--- src/logic/dsp_pkg.sv ---
// datapath definitions: samples, I/Q pairs and Q1.15 arithmetic
`default_nettype none

package dsp_pkg;

	typedef logic signed [15:0] sample_t;

	// carrier tables use the same layout, cos in i and sin in q
	typedef struct packed {
		sample_t i;
		sample_t q;
	} iq_t;

	localparam sample_t FULL_SCALE = 16'h7fff; // envelope in cw mode
	localparam int FRAC = 15; // fraction bits of a Q1.15 value

	// Q1.15 product shifted back down and truncated to a sample
	function automatic sample_t q15_mul(input sample_t a, input sample_t b);
		logic signed [31:0] p;
		p = a * b;
		return sample_t'(p >>> FRAC);
	endfunction

endpackage

`default_nettype wire

--- src/logic/demod_acc.sv ---
// demodulator: complex multiply of ADC by drive, accumulated over each gated window
`timescale 1ns/1ps
`default_nettype none

module demod_acc #(
	parameter int ACC_W = 48
) (
	input logic elem,
	input logic rst_n,
	input logic lo_valid,
	input dsp_pkg::iq_t lo,
	input dsp_pkg::iq_t adc,
	input logic [4:0] shift,
	output logic acc_stb,
	output logic [31:0] acc_i,
	output logic [31:0] acc_q
);
	dsp_pkg::sample_t adc_i_r;
	dsp_pkg::sample_t adc_q_r;
	dsp_pkg::sample_t lo_i_r;
	dsp_pkg::sample_t lo_q_r;
	logic signed [32:0] prod_i; // full precision, one bit of headroom
	logic signed [32:0] prod_q;
	logic signed [ACC_W-1:0] ext_i;
	logic signed [ACC_W-1:0] ext_q;
	logic signed [ACC_W-1:0] sum_i;
	logic signed [ACC_W-1:0] sum_q;
	logic gate_s1;
	logic gate_s2; // aligned with the product
	logic gate_s3;
	logic first;
	logic last;

	assign ext_i = ACC_W'(prod_i);
	assign ext_q = ACC_W'(prod_q);
	assign first = gate_s2 && !gate_s3; // window opens
	assign last = gate_s3 && !gate_s2; // window has closed

	always_ff @(posedge elem or negedge rst_n) begin
		if (!rst_n) begin
			gate_s1 <= 1'b0;
			gate_s2 <= 1'b0;
			gate_s3 <= 1'b0;
			acc_stb <= 1'b0;
		end else begin
			gate_s1 <= lo_valid;
			gate_s2 <= gate_s1;
			gate_s3 <= gate_s2;
			acc_stb <= last;
		end
	end

	always_ff @(posedge elem) begin
		adc_i_r <= adc.i;
		adc_q_r <= adc.q;
		lo_i_r <= lo.i;
		lo_q_r <= lo.q;
		prod_i <= adc_i_r * lo_i_r - adc_q_r * lo_q_r;
		prod_q <= adc_i_r * lo_q_r + adc_q_r * lo_i_r;
		if (gate_s2) begin
			sum_i <= first ? ext_i : sum_i + ext_i;
			sum_q <= first ? ext_q : sum_q + ext_q;
		end
		if (last) begin
			acc_i <= 32'(sum_i >>> shift); // held until the next window
			acc_q <= 32'(sum_q >>> shift);
		end
	end

	a_shift: assert property (@(posedge elem) disable iff (!rst_n)
		last |-> (shift < 5'd17))
		else $error("demod_acc: shift out of range at window close");

endmodule

`default_nettype wire

--- config.mk ---
export PLATFORM = sky130hd
export DESIGN_NAME = demod_acc
export DESIGN_NICKNAME = d
export VERILOG_FILES = /design/src/logic/dsp_pkg.sv /design/src/logic/demod_acc.sv
export SDC_FILE = /design/constraint.sdc
export NUM_CORES = 2
export LEC_CHECK = 0
export BUFFER_PORTS_ARGS = -buffer_cell sky130_fd_sc_hd__buf_2
export CORE_ASPECT_RATIO = 1.2
export CORE_UTILIZATION = 35
export DETAILED_ROUTE_END_ITERATION = 8
export SYNTH_ARGS = -nofsm -noshare
export SYNTH_HDL_FRONTEND = slang
export SYNTH_SLANG_ARGS = --single-unit
--- constraint.sdc ---
create_clock -name elem -period 10.84 [get_ports elem]
set_input_delay 2.71 -clock elem [delete_from_list [all_inputs] [get_ports elem]]
set_output_delay 2.71 -clock elem [all_outputs]
set_load 0.005 [all_outputs]
# --- Word level (Yosys, flattened, before mapping) ---
# Index checks and enable logic that the tools add are counted.
word_totals:
  wordCells: 30
  input_bits: 72
  out_inout_bits: 65
  register_bits: 294
classes:
  shift: 2
  addsub: 4
  n_reduce_logical: 4
  multipliers: 4
  n_mux: 2
ops:
  columns: ["cell", "count"]
  rows:
  - ["16-bit by 16-bit multiplier with 32-bit output", 4]
  - ["48-bit by 33-bit adder with 48-bit output", 2]
  - ["48-bit two-way mux", 2]
  - ["48-bit by 5-bit >>> shifter with 32-bit output", 2]
  - ["32-bit by 32-bit adder with 33-bit output", 1]
  - ["32-bit by 32-bit subtractor with 33-bit output", 1]
  - ["1-bit logical AND", 2]
  - ["1-bit zero test", 2]

# --- Longest topological paths before layout ---
depth:
  word_depth: 3
  ltp_mapped: 30
  ltp_nobuf: 29

# --- Least setup slack after synthesis ---
# No wires, ideal clock.
synth_timing:
  path_type: "flip-flop to flip-flop"
  from: "register adc_q_r[15]"
  to: "register prod_i[30]"
  arrival_time_ns: 7.434
  slack_ns: 3.285
  n_path_buf: 1
  period_less_slack_ns: 7.555
  setup_time_ns: 0.121
  required_time_ns: 10.719
  stages_incl_launch_ff: 26
  path_cell_list: "dfxtp_1 -> clkbuf_1 -> nand2_1 -> inv_1 -> fa_1 -> inv_1 -> fa_1 -> inv_1 -> fa_1 -> inv_1 -> fa_1 -> fa_1 -> fa_1 -> fa_1 -> inv_1 -> fa_1 -> inv_1 -> ha_1 -> and2_1 -> a221o_1 -> a211o_1 -> a221o_1 -> a21oi_2 -> inv_2 -> a311o_1 -> xor2_1"
synth_via:
  elab_chain_cells: 2
synth_rtl:
  columns: ["element", "line", "rtl"]
  rows:
  - ["start: declaration", "demod_acc.sv:19", "dsp_pkg::sample_t adc_q_r;"]
  - ["start signal: assignment", "demod_acc.sv:55", "adc_q_r <= adc.q;"]
  - ["16-bit by 16-bit multiplier with 32-bit output", "demod_acc.sv:58", "prod_i <= adc_i_r * lo_i_r - adc_q_r * lo_q_r;"]
  - ["32-bit by 32-bit subtractor with 33-bit output", "demod_acc.sv:58", null]
  - ["end signal: assignment", "demod_acc.sv:58", null]
  - ["end: declaration", "demod_acc.sv:22", "logic signed [32:0] prod_i;"]
# No other way between the ends.
# A chain may end at the register's enable or synchronous reset.

# --- Worst setup path after layout ---
layout_timing:
  from: "register lo_q_r[4]"
  to: "register prod_q[31]"
layout_via:
  elab_chain_cells: 2
layout_rtl:
  columns: ["element", "line", "rtl"]
  rows:
  - ["start: declaration", "demod_acc.sv:21", "dsp_pkg::sample_t lo_q_r;"]
  - ["start signal: assignment", "demod_acc.sv:57", "lo_q_r <= lo.q;"]
  - ["16-bit by 16-bit multiplier with 32-bit output", "demod_acc.sv:59", "prod_q <= adc_i_r * lo_q_r + adc_q_r * lo_i_r;"]
  - ["32-bit by 32-bit adder with 33-bit output", "demod_acc.sv:59", null]
  - ["end signal: assignment", "demod_acc.sv:59", null]
  - ["end: declaration", "demod_acc.sv:23", "logic signed [32:0] prod_q;"]
# No other way between the ends.

==> out/results.ini <==
[clock_tree]
worstSkewPairLatency_ps = 600
postcts_resize_cnt = 0
post-cts-setup-buffer-count = 0
tritoncts_clock_tree = built
clock-root-buffer = sky130_fd_sc_hd__clkbuf_16
cts.reportedPaths.clkPinSlew_ps = 60
ctsHtreeMaxLevel = 2
max-clock-path-buffers = 3
cts_inserted_buffers = 39
tritoncts_num_sinks = 294
cts_hold_buffers = 0

[timing]
finalClockSkew_ps = 20.1
period_needed_ps = 8380
hold_viol_final = 0
max_slew_headroom_pct = 28.0
timing.final.max_slew_violations = 0
max_slew.worst_pin.slew_ps = 1080
rsz_0062_raised_after_global_routing = false
timing.final.crit_share_pct = 77.3
max_freq_mhz = 119
fin_ws_ps = 2460
setup_viol_count_final = 0
final.setup.tns_ps = 0

[placed_design]
routability_cong = 0.871
number_of_buffers_inserted_by_port_buffering = 136
dp_hpwl_mm = 118
dpl_cell_area_um2 = 60900
numPlacedInstances = 8188
preCtsSetupSlack_ps = 2500

[synthesis]
yosys-mux-area-fraction_pct = 3.93
yosys.area.top_type_share_pct = 40.5
synth_top_family_by_area = adder cells
area_fraction_in_compound_gates_after_synthesis_pct = 7.23
synthTopCellsByArea = sky130_fd_sc_hd__fa_1 (41%), sky130_fd_sc_hd__ha_1 (8.7%), sky130_fd_sc_hd__inv_1 (8.4%), sky130_fd_sc_hd__edfxtp_1 (8.3%), sky130_fd_sc_hd__and2_1 (5.3%)
synth_most_common_cell = sky130_fd_sc_hd__inv_1
synth_simple_gate_area_share_pct = 13.6
synthesis.yosys.warnings = 0
number_of_synthesized_flops_with_an_enable_pin = 160
netlist_instances = 6130
syn-num-nets = 7781
synth.avg_cell_area_um2 = 9.46
ys_seq_elements = 294
syn_area_um2 = 58000
synth.yosys.seq_area_share_pct = 12.9
post_synth_num_cell_types = 71
synthXorXnorAreaFrac_pct = 2.67
synth-adder-area-share_pct = 49.3
postSynth.topFlopCell = sky130_fd_sc_hd__edfxtp_1
post-synth-top-area-cell = sky130_fd_sc_hd__fa_1
netlist_top_cells_count = sky130_fd_sc_hd__inv_1 (1292), sky130_fd_sc_hd__fa_1 (1175), sky130_fd_sc_hd__nand2_1 (794), sky130_fd_sc_hd__and2_1 (496), sky130_fd_sc_hd__ha_1 (404)
synth-async-reset-ratio_pct = 1.36

[layout]
multiInputGateArea_um2 = 44500
layout-drive-gt1-share_pct = 6.36
seq_area_um2 = 7510
fin_nets = 7735
area.growth.synth_to_final_pct = 7.05
layout.cell_area.non_filler_um2 = 62100
final_cells = 8260
layout.filler_cells = 16500

[routing]
postRouteAntennaNets = 0
drt_pass1_iterations = 6
route.detailed.drc = 0
route.detailed.vias_per_inst = 4.94
drt_wl_total_mm = 149
drt_iter0_markers = 2477
detailroute.via_count = 40800
avgRoutedWirePerCell_um = 18.0

[setup_path]
critPathCaptureType = flip-flop
worst-path-max-fanout = 17
crit_path_start_kind = flip-flop
crit_arrival_ps = 8850
r2r_depth = 24
ff2ff_setup_slack_ps = 2460
criticalPathCategory = reg2reg
required_ps = 11310

[worst_hold_path]
worst_hold_path.num_cells = 0
worst_hold_path_type = reg2reg

[floorplanning]
placement_rows = 163
io_pins = 137
coreArea_um2 = 165000
initial_utilization_pct = 35.2
floorplan.die_area_um2 = 167000
die_width_um = 374
die_extent_in_y_um = 448

[grt]
via_count_of_the_first_global_routing_pass = 44100
global_route.usage.total_pct = 18.5
grt_max_degree = 113
grt_overflow = 0
grt_pass1_wl_mm = 243
number_of_antenna_violations_at_the_first_check_in_global_routing = 6

[run]
maxCapViolCount = 0

[status]
status = finished, final reports clean

## layer usage
metal | vias to the layer above | routed length [um] | track usage (%)
met3 | 196 | 8060 | 2.50
li1 | 18700 | - | -
met2 | 1068 | 73200 | 32.0
met4 | 6 | 4980 | 5.73
met1 | 20900 | 62500 | 23.9
met5 | - | 35 | 0
## state kept, by name, indices dropped and copies added (netlist names)
register,count
prod_i,33
prod_q,33
acc_i,32
gate_s3,1
acc_stb,1
adc_q_r,16
gate_s1,1
lo_i_r,16
sum_i,48
sum_q,48
adc_i_r,16
lo_q_r,16
gate_s2,1
acc_q,32
## through the flow
stage | util [%] | hold slack (ps)
CTS | 37.7 | 359
finish | 37.7 | 360
global route | 37.7 | 364
floorplan | - | 331
global placement | 37.0 | 348
detailed placement | 37.0 | 337
## path summary, 6_finish.rpt
check	from	end
max reg2reg	lo_q_r[4]	prod_q[31]
min reg2reg	gate_s1	gate_s2
min	gate_s1	gate_s2
max in group asynchronous	rst_n	gate_s2
min in group asynchronous	rst_n	gate_s2
max	lo_q_r[4]	prod_q[31]
## worst max-delay path: stages (launching register included)
cell	delay [ps]
sky130_fd_sc_hd__dfxtp_1	790
sky130_fd_sc_hd__buf_4	370
sky130_fd_sc_hd__and2_1	180
sky130_fd_sc_hd__fa_1	460
sky130_fd_sc_hd__fa_1	490
sky130_fd_sc_hd__fa_1	780
sky130_fd_sc_hd__inv_1	300
sky130_fd_sc_hd__fa_1	550
sky130_fd_sc_hd__inv_1	50
sky130_fd_sc_hd__fa_1	480
sky130_fd_sc_hd__fa_1	510
sky130_fd_sc_hd__fa_1	490
sky130_fd_sc_hd__inv_1	50
sky130_fd_sc_hd__fa_1	480
sky130_fd_sc_hd__inv_1	50
sky130_fd_sc_hd__ha_1	360
sky130_fd_sc_hd__and4_1	260
sky130_fd_sc_hd__and3_1	200
sky130_fd_sc_hd__a211oi_1	300
sky130_fd_sc_hd__o211ai_1	180
sky130_fd_sc_hd__a31oi_1	300
sky130_fd_sc_hd__nor2b_1	80
sky130_fd_sc_hd__o21ai_0	230
sky130_fd_sc_hd__a21oi_1	120
sky130_fd_sc_hd__xor2_1	150
## cells by family (layout without fill, tap and decap cells)
| kind of cell | after synthesis | count (layout) |
|---|---|---|
| other | 0 | 1 |
| multiplexers | 151 | 151 |
| adder cells (fa/ha/maj) | 1579 | 1579 |
| AND/OR/NAND/NOR | 1667 | 1667 |
| AO/OA/AOI/OAI | 666 | 666 |
| buffers and inverters | 1596 | 1580 |
| flip-flops | 294 | 294 |
| XOR/XNOR | 177 | 177 |
## area by class of cell
type                    count  area share (%)
well taps                2145            4.32
clock inverters            17           0.226
diodes                      1         0.00403
repair buffers            213            2.04
clock buffers              54            1.78
multi-input cells        4240            71.7
inverters                1296            7.83
flip-flops and latches    294            12.1
## cell usage in the layout, fill, tap and decap left out, types with 34 or more instances in the layout
cell,count
sky130_fd_sc_hd__a21o_1,81
sky130_fd_sc_hd__dfxtp_1,128
sky130_fd_sc_hd__and2_1,496
sky130_fd_sc_hd__clkbuf_16,40
sky130_fd_sc_hd__edfxtp_1,160
sky130_fd_sc_hd__mux2i_1,78
sky130_fd_sc_hd__ha_1,404
sky130_fd_sc_hd__inv_1,1292
sky130_fd_sc_hd__buf_2,133
sky130_fd_sc_hd__fa_1,1175
sky130_fd_sc_hd__nand2b_1,41
sky130_fd_sc_hd__a21oi_1,195
sky130_fd_sc_hd__xnor2_1,111
sky130_fd_sc_hd__o211ai_1,34
sky130_fd_sc_hd__xor2_1,66
sky130_fd_sc_hd__nor2_1,198
sky130_fd_sc_hd__mux4_2,60
sky130_fd_sc_hd__o21ai_0,178
sky130_fd_sc_hd__nand2_1,794
sky130_fd_sc_hd__buf_4,80
Power is not shown: default switching activity piles up to over one toggle a cycle in this logic, so the estimate is an artifact.
