--- config.mk ---
export PLATFORM = sky130hd
export DESIGN_NAME = elem_sum4_flat
export DESIGN_NICKNAME = d
export VERILOG_FILES = /design/src/logic/dsp_pkg.sv /design/src/logic/elem_pkg.sv /design/src/logic/elem_if.sv /design/src/logic/elem_sum4.sv /design/src/flat_wrapper.sv
export SDC_FILE = /design/constraint.sdc
export NUM_CORES = 1
export LEC_CHECK = 0
export BUFFER_PORTS_ARGS = -buffer_cell sky130_fd_sc_hd__buf_2
export CELL_PAD_IN_SITES_DETAIL_PLACEMENT = 2
export CELL_PAD_IN_SITES_GLOBAL_PLACEMENT = 2
export CORE_ASPECT_RATIO = 1.25
export CORE_MARGIN = 1
export CORE_UTILIZATION = 35
export CTS_BUF_LIST = sky130_fd_sc_hd__clkbuf_8 sky130_fd_sc_hd__clkbuf_16
export DETAILED_ROUTE_END_ITERATION = 6
export PLACE_DENSITY_LB_ADDON = 0.25
export SKIP_LAST_GASP = 1
export SLEW_MARGIN = 20
export SYNTH_ARGS = -nofsm -noshare
export SYNTH_HDL_FRONTEND = slang
export SYNTH_SLANG_ARGS = --single-unit
--- constraint.sdc ---
create_clock -name elem -period 6.1 [get_ports elem]
set_input_delay 1.22 -clock elem [delete_from_list [all_inputs] [get_ports elem]]
set_output_delay 1.22 -clock elem [all_outputs]
set_load 0.005 [all_outputs]
--- src/logic/dsp_pkg.sv ---
// datapath definitions: samples, I/Q pairs and Q1.15 arithmetic
`default_nettype none

package dsp_pkg;

	typedef logic signed [15:0] sample_t;

	// carrier tables use the same layout, cos in i and sin in q
	typedef struct packed {
		sample_t i;
		sample_t q;
	} iq_t;

	localparam sample_t FULL_SCALE = 16'h7fff; // envelope in cw mode
	localparam int FRAC = 15; // fraction bits of a Q1.15 value

	// Q1.15 product shifted back down and truncated to a sample
	function automatic sample_t q15_mul(input sample_t a, input sample_t b);
		logic signed [31:0] p;
		p = a * b;
		return sample_t'(p >>> FRAC);
	endfunction

endpackage

`default_nettype wire

--- src/logic/elem_pkg.sv ---
// control definitions for the drive elements: command layout, modes and receiver states
`default_nettype none

package elem_pkg;

	localparam int N_ELEM = 4; // fixed by the four-input summer
	localparam int ADDR_W = 12; // address field width carried in a command

	typedef enum logic {
		MODE_PULSE = 1'b0, // envelope read from memory
		MODE_CW = 1'b1 // envelope held at full scale
	} elem_mode_e;

	// 53-bit command word as handed over by the sequencer
	typedef struct packed {
		logic [ADDR_W-1:0] env_start;
		logic [ADDR_W-1:0] env_len; // samples to play
		logic [ADDR_W-1:0] car_start;
		logic signed [15:0] amp;
		elem_mode_e mode;
	} elem_cmd_t;

	typedef enum logic [1:0] {
		IDLE,
		WAIT_FREE, // addressed element still playing
		ACK
	} cmd_state_e;

endpackage

`default_nettype wire

--- src/logic/elem_if.sv ---
// per-element bundle carrying command strobe and word, busy status and the output stream
`timescale 1ns/1ps
`default_nettype none

interface elem_if (
	input logic elem
);
	logic cmdstb; // one-cycle command strobe
	elem_pkg::elem_cmd_t cmd;
	logic busy; // addresses still being issued
	logic valid;
	dsp_pkg::iq_t iq;

	// command side
	modport ctl (
		output cmdstb,
		output cmd,
		input busy
	);

	// element generator side
	modport gen (
		input cmdstb,
		input cmd,
		output busy,
		output valid,
		output iq
	);

	// summer side, stream only
	modport out (
		input valid,
		input iq
	);

	// receiver and generator agree that a playing element is never restarted
	a_stb_idle: assert property (@(posedge elem) cmdstb |-> !busy)
		else $error("elem_if: command strobe while element busy");

endinterface

`default_nettype wire

--- src/logic/elem_sum4.sv ---
// two-stage adder tree merging the four element streams into one drive stream
`timescale 1ns/1ps
`default_nettype none

module elem_sum4 (
	input logic elem,
	input logic rst_n,
	elem_if.out e0,
	elem_if.out e1,
	elem_if.out e2,
	elem_if.out e3,
	output logic valid,
	output dsp_pkg::iq_t iq
);
	dsp_pkg::iq_t in0;
	dsp_pkg::iq_t in1;
	dsp_pkg::iq_t in2;
	dsp_pkg::iq_t in3;
	dsp_pkg::iq_t sum01;
	dsp_pkg::iq_t sum23;
	logic any_v;

	// an idle element contributes nothing
	assign in0 = e0.valid ? e0.iq : '0;
	assign in1 = e1.valid ? e1.iq : '0;
	assign in2 = e2.valid ? e2.iq : '0;
	assign in3 = e3.valid ? e3.iq : '0;

	always_ff @(posedge elem or negedge rst_n) begin
		if (!rst_n) begin
			any_v <= 1'b0;
			valid <= 1'b0;
		end else begin
			any_v <= e0.valid | e1.valid | e2.valid | e3.valid;
			valid <= any_v;
		end
	end

	// sums wrap at 16 bits
	always_ff @(posedge elem) begin
		sum01.i <= in0.i + in1.i;
		sum01.q <= in0.q + in1.q;
		sum23.i <= in2.i + in3.i;
		sum23.q <= in2.q + in3.q;
		iq.i <= sum01.i + sum23.i;
		iq.q <= sum01.q + sum23.q;
	end

endmodule

`default_nettype wire

--- src/flat_wrapper.sv ---
// flat-port wrapper written by rule: the top's interface ports become plain ports
module elem_sum4_flat 
  (elem, rst_n, valid, iq, e0_valid, e0_iq, e1_valid, e1_iq, e2_valid, e2_iq, e3_valid, e3_iq);
  elem_if e0_i (.elem(elem));
  elem_if e1_i (.elem(elem));
  elem_if e2_i (.elem(elem));
  elem_if e3_i (.elem(elem));
  input logic elem;
  input logic rst_n;
  output logic valid;
  output dsp_pkg::iq_t iq;
  input wire logic [$bits(e0_i.valid)-1:0] e0_valid;
  input wire logic [$bits(e0_i.iq)-1:0] e0_iq;
  input wire logic [$bits(e1_i.valid)-1:0] e1_valid;
  input wire logic [$bits(e1_i.iq)-1:0] e1_iq;
  input wire logic [$bits(e2_i.valid)-1:0] e2_valid;
  input wire logic [$bits(e2_i.iq)-1:0] e2_iq;
  input wire logic [$bits(e3_i.valid)-1:0] e3_valid;
  input wire logic [$bits(e3_i.iq)-1:0] e3_iq;
  assign e0_i.valid = e0_valid;
  assign e0_i.iq = e0_iq;
  assign e1_i.valid = e1_valid;
  assign e1_i.iq = e1_iq;
  assign e2_i.valid = e2_valid;
  assign e2_i.iq = e2_iq;
  assign e3_i.valid = e3_valid;
  assign e3_i.iq = e3_iq;
  elem_sum4 u_core (.elem(elem), .rst_n(rst_n), .e0(e0_i), .e1(e1_i), .e2(e2_i), .e3(e3_i), .valid(valid), .iq(iq));
endmodule
# Yosys cells after proc, flatten, opt, wreduce, memory -nomap -nowiden
# Cells that the tools add are included.
[totals] register_bits=98 output_inout_bits=33 word_cells=21
[op_classes] add_sub_neg=6 muxes=4 bitwise=3
[ops] operator="two-way mux 32 bit" count=4
[ops] operator="adder 16 bit" count=6
[ops] operator="bitwise OR 1 bit" count=3

# Depth between registers and ports, before layout
# Gate-level depths: netlist (run 1).
[logic_depth] word_depth=3 ltp_mapped=10 depth_no_buf=9

# Worst setup path before layout (run 1)
# Ideal clock, no wire load.
[synth_path] path_type="input-to-reg" start="in e0_valid" end="reg u_core.sum01[30] (netlist bit)" setup_time_ps=132 t_arrival_ps=3250 required_time_ps=5968 slack_ps=2718 path_stages=10 n_path_buf=1 cell_sequence="clkbuf_1 and2_1 ha_1 fa_1 a211oi_2 o21ai_1 a31oi_1 nor3b_2 o41ai_2 xor2_1"
[synth_between] elab_chain_len=2
[synth_rtl] element="start, declared" line="flat_wrapper.sv:12" text="input wire logic [$bits(e0_i.valid)-1:0] e0_valid;"
[synth_rtl] element="two-way mux 32 bit" line="elem_sum4.sv:24" text="assign in0 = e0.valid ? e0.iq : '0;"
[synth_rtl] element="adder 16 bit" line="elem_sum4.sv:41" text="sum01.i <= in0.i + in1.i;"
[synth_rtl] element="end, declared" line="elem_sum4.sv:19" text="dsp_pkg::iq_t sum01;"
# No other way between the ends.

# Worst setup path in the final report (run 1)
# Same ends and word-level chain as after synthesis.

==> results of run 1 <==
stage by stage:
stage / hold slack, ps / total power, mW / utilization [%]
floorplan: 331 / 1.41 / -
global placement: 332 / 1.71 / 41.4
detailed placement: 346 / 1.75 / 41.4
CTS: 365 / 2.33 / 43.0
global route: 373 / 2.45 / 43.0
finish: 363 / 2.30 / 43.0
registers in the layout, summed over array words and instances (netlist names):
signal,cells
u_core.valid,1
u_core.any_v,1
u_core.sum01,32
u_core.iq,32
u_core.sum23,32
how the worst max path moves through the flow:
| stage | slack (ps) | startpoint | cells past startpoint | to |
|---|---|---|---|---|
| 6_report | 2680 | e0_valid | 10 | u_core.sum01[30] |
| 5_1_grt | 2430 | e0_valid | 10 | u_core.sum01[30] |
| 4_1_cts | 2640 | e0_valid | 10 | u_core.sum01[30] |
| 3_5_place_dp | 2280 | e0_valid | 10 | u_core.sum01[30] |
| 3_3_place_gp | 2380 | e0_valid | 10 | u_core.sum01[30] |
| 2_1_floorplan | 2720 | e0_valid | 10 | u_core.sum01[30] |
cell usage in the layout (no fill, tap or decap), types with 7 or more instances in the layout:
cell type	Yosys	layout
a21oi_1	60	60
dfxtp_1	96	96
o21a_1	12	12
ha_1	90	90
nand2_1	47	47
a21o_1	30	30
xnor2_1	58	58
nor3_1	8	8
nor2_1	42	42
buf_2	0	166
nand3_1	9	9
clkbuf_16	0	9
o21ai_0	47	47
inv_1	7	8
o21ai_1	13	13
xor2_1	23	23
a211oi_1	16	16
and2_1	121	121
o21bai_1	7	7
nand2b_1	12	12
logic make-up after synthesis:
kind of cell	Yosys count	synth area share, %
AOI/OAI and AO/OA	227	21.5
xor gates and xnor gates	81	10.2
adders and majority gates	96	18.0
buffers and inverters	20	1.08
DFF	98	28.5
muxes	4	0.578
and+or+nand+nor	259	20.0
power breakdown:
part | total, mW | internal [mW] | switching [mW] | leakage (nW)
logic | 0.848 | 0.392 | 0.455 | 3.05
clock network | 0.563 | 0.326 | 0.237 | 0.146
registers | 0.887 | 0.810 | 0.0764 | 0.827
total | 2.30 | 1.53 | 0.769 | 4.03
per-layer routing:
metal	vias up	routed length (um)	GRT usage, %
li1	3111	-	-
met1	3005	7330	19.5
met2	113	12200	44.4
met3	23	453	2.55
met4	0	386	5.08
met5	-	0	0
worst max-delay path: stages:
cell,delay (ps)
buf_2,260
and2_1,210
ha_1,240
fa_1,500
a211oi_2,270
o21ai_1,100
a31oi_1,280
nor3b_2,300
o41ai_2,100
xor2_1,150
layout make-up:
cell class | instances | area, sq um
tap | 265 | 332
clock inverter | 6 | 58.8
timing repair buffer | 166 | 831
multi-input combinational | 667 | 4870
inverter | 7 | 26.3
clock buffer | 10 | 239
sequential | 98 | 1970
fill | 2244 | 11100
==> reports/qor.txt, run 1 <==
Run status - completed
Post-CTS setup buffers - 0
CTS Buf Count - 9
CORE AREA - 0.0194 sq mm
Reg2reg path depth - 8
Dpl cells - 1203
Largest net degree at the start of global routing - 34
Tightest Hold Check Type - reg -> reg
Leak pwr - 4.03 nW
Clk slew on worst S/H paths - 70 ps
Reg2reg end - u_core.iq[10]
Final worst-path cycle share - 56.1%
Antenna Nets Post-Route - 0
# IOs - 167
Cts repair resizes - 0
MaxCap Viol Count - 0
Worst setup EP type - register
Power per cell area - 276 mW/mm^2
Number of synthesized register bits - 98
Fraction of layout cells with a size suffix above 1 - 20.8%
RSZ-0062 raised after global routing - false
Clk_lat worst skew - 340 ps
Worst R2R Start - u_core.sum23[0]
Final-report hold violation count - 0
Global route overflow - 0
Vias - 6252
Max Clk Rate - 292 MHz
Layout Nets - 1179
Ys Warns - 0
Ant diodes - 0
Share of the synthesized area in the top cell type - 27.8%
Hold Path Cell Cnt - 0
Gpl congestion - 0.798
PortBufs - 166
Syn_nets - 1015
Fin Clk Skew - 8.63 ps
CTS root buf - clkbuf_16
Top FF cell, synth - dfxtp_1
1st-iter DRT viols - 136
VDD IR max - 178 uV
Placed cell area - 0.00804 sq mm
Period minus WS final - 3420 ps
Die width - 128 um
Most common library cells after synthesis - and2_1, dfxtp_1, ha_1
Post-synthesis cell count - 785
Tightest Pin Transition - 500 ps
Height of the die - 159 um
Die area - 0.0203 sq mm
Vias in the first global route - 6940
DRT Pass-1 Iters - 4
Largest cells by area after synthesis - dfxtp_1, ha_1, and2_1, xnor2_1, a21oi_1
Cell Rows - 57
Worst-path fanout max - 33
H-tree Lvls - 3
Final Instance Count excl. Fillers - 1219
Clock Sinks - 98
First-pass GRT wire length - 33.4 mm
Setup Crit Path Kind - in -> reg
Total GRT Usage - 20.6%
Mean Syn Cell Area - 8.82 sq um
Max clock buf depth - 2
Initial antenna violation count - 0
Pins Over Slew Limit - 0
Final Cell Area - 0.00833 sq mm
Post-route DRC - 0
CTS tree - yes
Slew margin rel. - 66.7%
Number of flops mapped to enable cells by yosys - 0
Ys async rst share - 2.04%
Pre-CTS WS - 2280 ps
Min-Delay Endpoint - u_core.valid
R2R setup slack - 3750 ps
CP arrival - 3630 ps
Netlist cell types - 51
Beginning of the worst hold path - u_core.any_v
Dpl hpwl - 17.1 mm
Cts hold-fix bufs - 0
Final WS setup - 2680 ps
Crit path required time - 6310 ps
Drt via density - 5.13
Mapped Area - 0.00692 sq mm
Synth-to-layout area growth - 20.4%
TNS Setup - 0 ps
Seq/Total Area, Yosys - 28.5%
Starting Density - 35.7%
Final setup viols - 0
Leading area contributor after synthesis - dfxtp_1
Most frequent cell after synthesis - and2_1
Avg WL per Cell - 16.7 um
Routed wire length - 20.4 mm
Crit start category - input port
Power figures use the tool's default switching activity.
==> inputs of run 2 (changes only) <==
Settings changed: CORE_UTILIZATION 35 to 29.
Clock period 6.1 ns to 2.9 ns, I/O delays scaled along.
==> run 2 against run 1 <==
Sequential power rose by 110%. Final area grew 3.1%. Utilization fell by 5.9 points. Hold slack lost 8.3 ps. Register-to-register slack got worse by 3100 ps. Via count rose by 0.96%. Die area rose by 20%. Final cell count increased by 3.9%. Setup slack got worse by 2400 ps. Total power grew 110%.
==> reports/qor.txt, run 2 (synthesized netlist as in run 1, its figures left out) <==
Run status - completed
H-tree Lvls - 3 (unchanged)
Drt via density - 4.98 (-2.9%)
Fraction of layout cells with a size suffix above 1 - 22.6% (+1.8 points)
Pre-CTS WS - -21.8 ps (-2300 ps)
Avg WL per Cell - 15.8 um (-5.4%)
CP arrival - 2780 ps (-850 ps)
Gpl congestion - 0.821 (+2.9%)
MaxCap Viol Count - 0 (unchanged)
Cell Rows - 62 (+8.8%)
Layout Nets - 1204 (+2.1%)
Final WS setup - 328 ps (-2350 ps)
Gate power share - 36.6% (-0.3 points)
Most common cell after layout, fill and taps aside - buf_2
Worst setup EP type - register
Max clock buf depth - 2 (unchanged)
Vias in the first global route - 7012 (+1.0%)
Global route overflow - 0 (unchanged)
Tightest Hold Check Type - reg -> reg
Period minus WS final - 2570 ps
Leak pwr - 4.17 nW (+3.4%)
CORE AREA - 0.0232 sq mm (+20%)
Fill count - 2706 (+21%)
Die area - 0.0245 sq mm (+20%)
Height of the die - 175 um (+9.7%)
Total GRT Usage - 16.6% (-4.0 points)
CTS root buf - clkbuf_16
Ant diodes - 0 (unchanged)
Clk slew on worst S/H paths - 70 ps (about the same)
Pins Over Slew Limit - 0 (unchanged)
Crit start category - input port
Reg2reg path depth - 8 (unchanged)
Routed wire length - 20.0 mm (-1.7%)
Synth-to-layout area growth - 24.1%
Power per cell area - 565 mW/mm^2 (+100%)
Antenna Nets Post-Route - 0 (unchanged)
Max Clk Rate - 389 MHz
Fin Clk Skew - 7.54 ps (-1.09 ps)
Worst-path fanout max - 3 (-91%)
P_sw - 1.56 mW (+100%)
Cts repair resizes - 0 (unchanged)
Sequential power share - 38.1% (-0.5 points)
Hold Path Cell Cnt - 0 (unchanged)
First-pass GRT wire length - 32.7 mm (-2.2%)
CTS tree - yes
Final worst-path cycle share - 88.7%
# IOs - 167 (unchanged)
Clock Sinks - 98 (unchanged)
Setup Crit Path Kind - in -> reg
Clk_lat worst skew - 340 ps (about the same)
Largest net degree at the start of global routing - 23 (-32%)
Vias - 6312 (+0.96%)
Cts hold-fix bufs - 1 (+1)
Internal power - 3.30 mW (+120%)
Dpl hpwl - 17.2 mm (+0.72%)
Sw Share - 32.1% (-1.3 points)
Post-CTS setup buffers - 0 (unchanged)
Die width - 140 um (+9.7%)
Final design utilization - 37.0% (-5.9 points)
Post-route DRC - 0 (unchanged)
RSZ-0062 raised after global routing - false
VDD IR max - 341 uV (+92%)
Clock power frac - 25.4% (+0.9 points)
Tightest Pin Transition - 405 ps (-94.4 ps)
1st-iter DRT viols - 65 (-52%)
Final setup viols - 0 (unchanged)
Commonest non-fill, non-tap cells in the layout - buf_2, and2_1, dfxtp_1
Starting Density - 29.8% (-5.8 points)
Crit path required time - 3110 ps (-3200 ps)
Final-report hold violation count - 0 (unchanged)
Biggest regs - u_core.iq: 32 flops, u_core.sum01: 32 flops, u_core.sum23: 32 flops
PortBufs - 166 (unchanged)
Slew margin rel. - 72.7% (+6.0 points)
CTS Buf Count - 9 (unchanged)
Initial antenna violation count - 0 (unchanged)
DRT Pass-1 Iters - 4 (unchanged)
## run 2: cell types whose count changed in the layout (fill, tap and decap cells not counted)
cell | before | now
clkinv_2 | 2 | 1
buf_4 | 0 | 22
buf_12 | 0 | 2
bufinv_16 | 1 | 2
inv_1 | 8 | 9
clkbuf_8 | 1 | 0
dlygate4sd3_1 | 0 | 1
## run 2: metrics by stage
step                      hold WS, ps  setup TNS, ps  instance area (sq um)  std cells  power, mW
after detailed placement          340          -41.4                   8270       1250       3.68
after floorplan                   284              0                   6920        785       2.97
after CTS                         357              0                   8590       1267       4.96
final                             354              0                   8590       1267       4.86
after global placement            340              0                   8270       1250       3.64
after global routing              382              0                   8590       1267       5.20
## run 2: metal layers
metal	up-vias	GRT usage [%]	part of all wire (%)
met2	105	36.3	59
met4	0	3.75	1.6
met1	3038	15.7	37
met5	-	0	0
li1	3152	-	-
met3	17	2.30	2.6
## run 2: worst paths after layout
| check | from | endpoint | slack [ps] |
|---|---|---|---|
| min in group asynchronous | rst_n | u_core.any_v | 550 |
| setup reg to reg | u_core.sum23[0] | u_core.iq[10] | 630 |
| setup / recovery | e0_valid | u_core.sum01[30] | 330 |
| hold / removal | u_core.any_v | u_core.valid | 350 |
| max in group asynchronous | rst_n | u_core.valid | 2260 |
| hold reg to reg | u_core.any_v | u_core.valid | 350 |
## run 2: worst max-delay path, stage by stage
cell	delay, ps
buf_2	150
and2_1	150
ha_1	230
fa_1	470
a211oi_2	270
o21ai_1	110
a31oi_1	290
nor3b_2	290
o41ai_2	90
xor2_1	150
## run 2: final cells by class
cell class	count	area, sq um	share of cell area (%)
inverter	7	26.3	0.306
timing repair buffer	191	1050	12.2
clock buffer	9	225	2.62
clock inverter	7	87.6	1.02
sequential	98	1970	23.0
multi-input combinational	667	4870	56.7
tap	288	360	4.19
## run 2: power groups by stage
| stage | logic (mW) | registers, mW | clock network [mW] |
|---|---|---|---|
| finish | 1.78 | 1.85 | 1.23 |
| floorplan | 1.12 | 1.85 | 0 |
| global placement | 1.76 | 1.88 | 0 |
| CTS | 1.82 | 1.86 | 1.28 |
| global route | 1.99 | 1.88 | 1.33 |
| detailed placement | 1.80 | 1.88 | 0 |
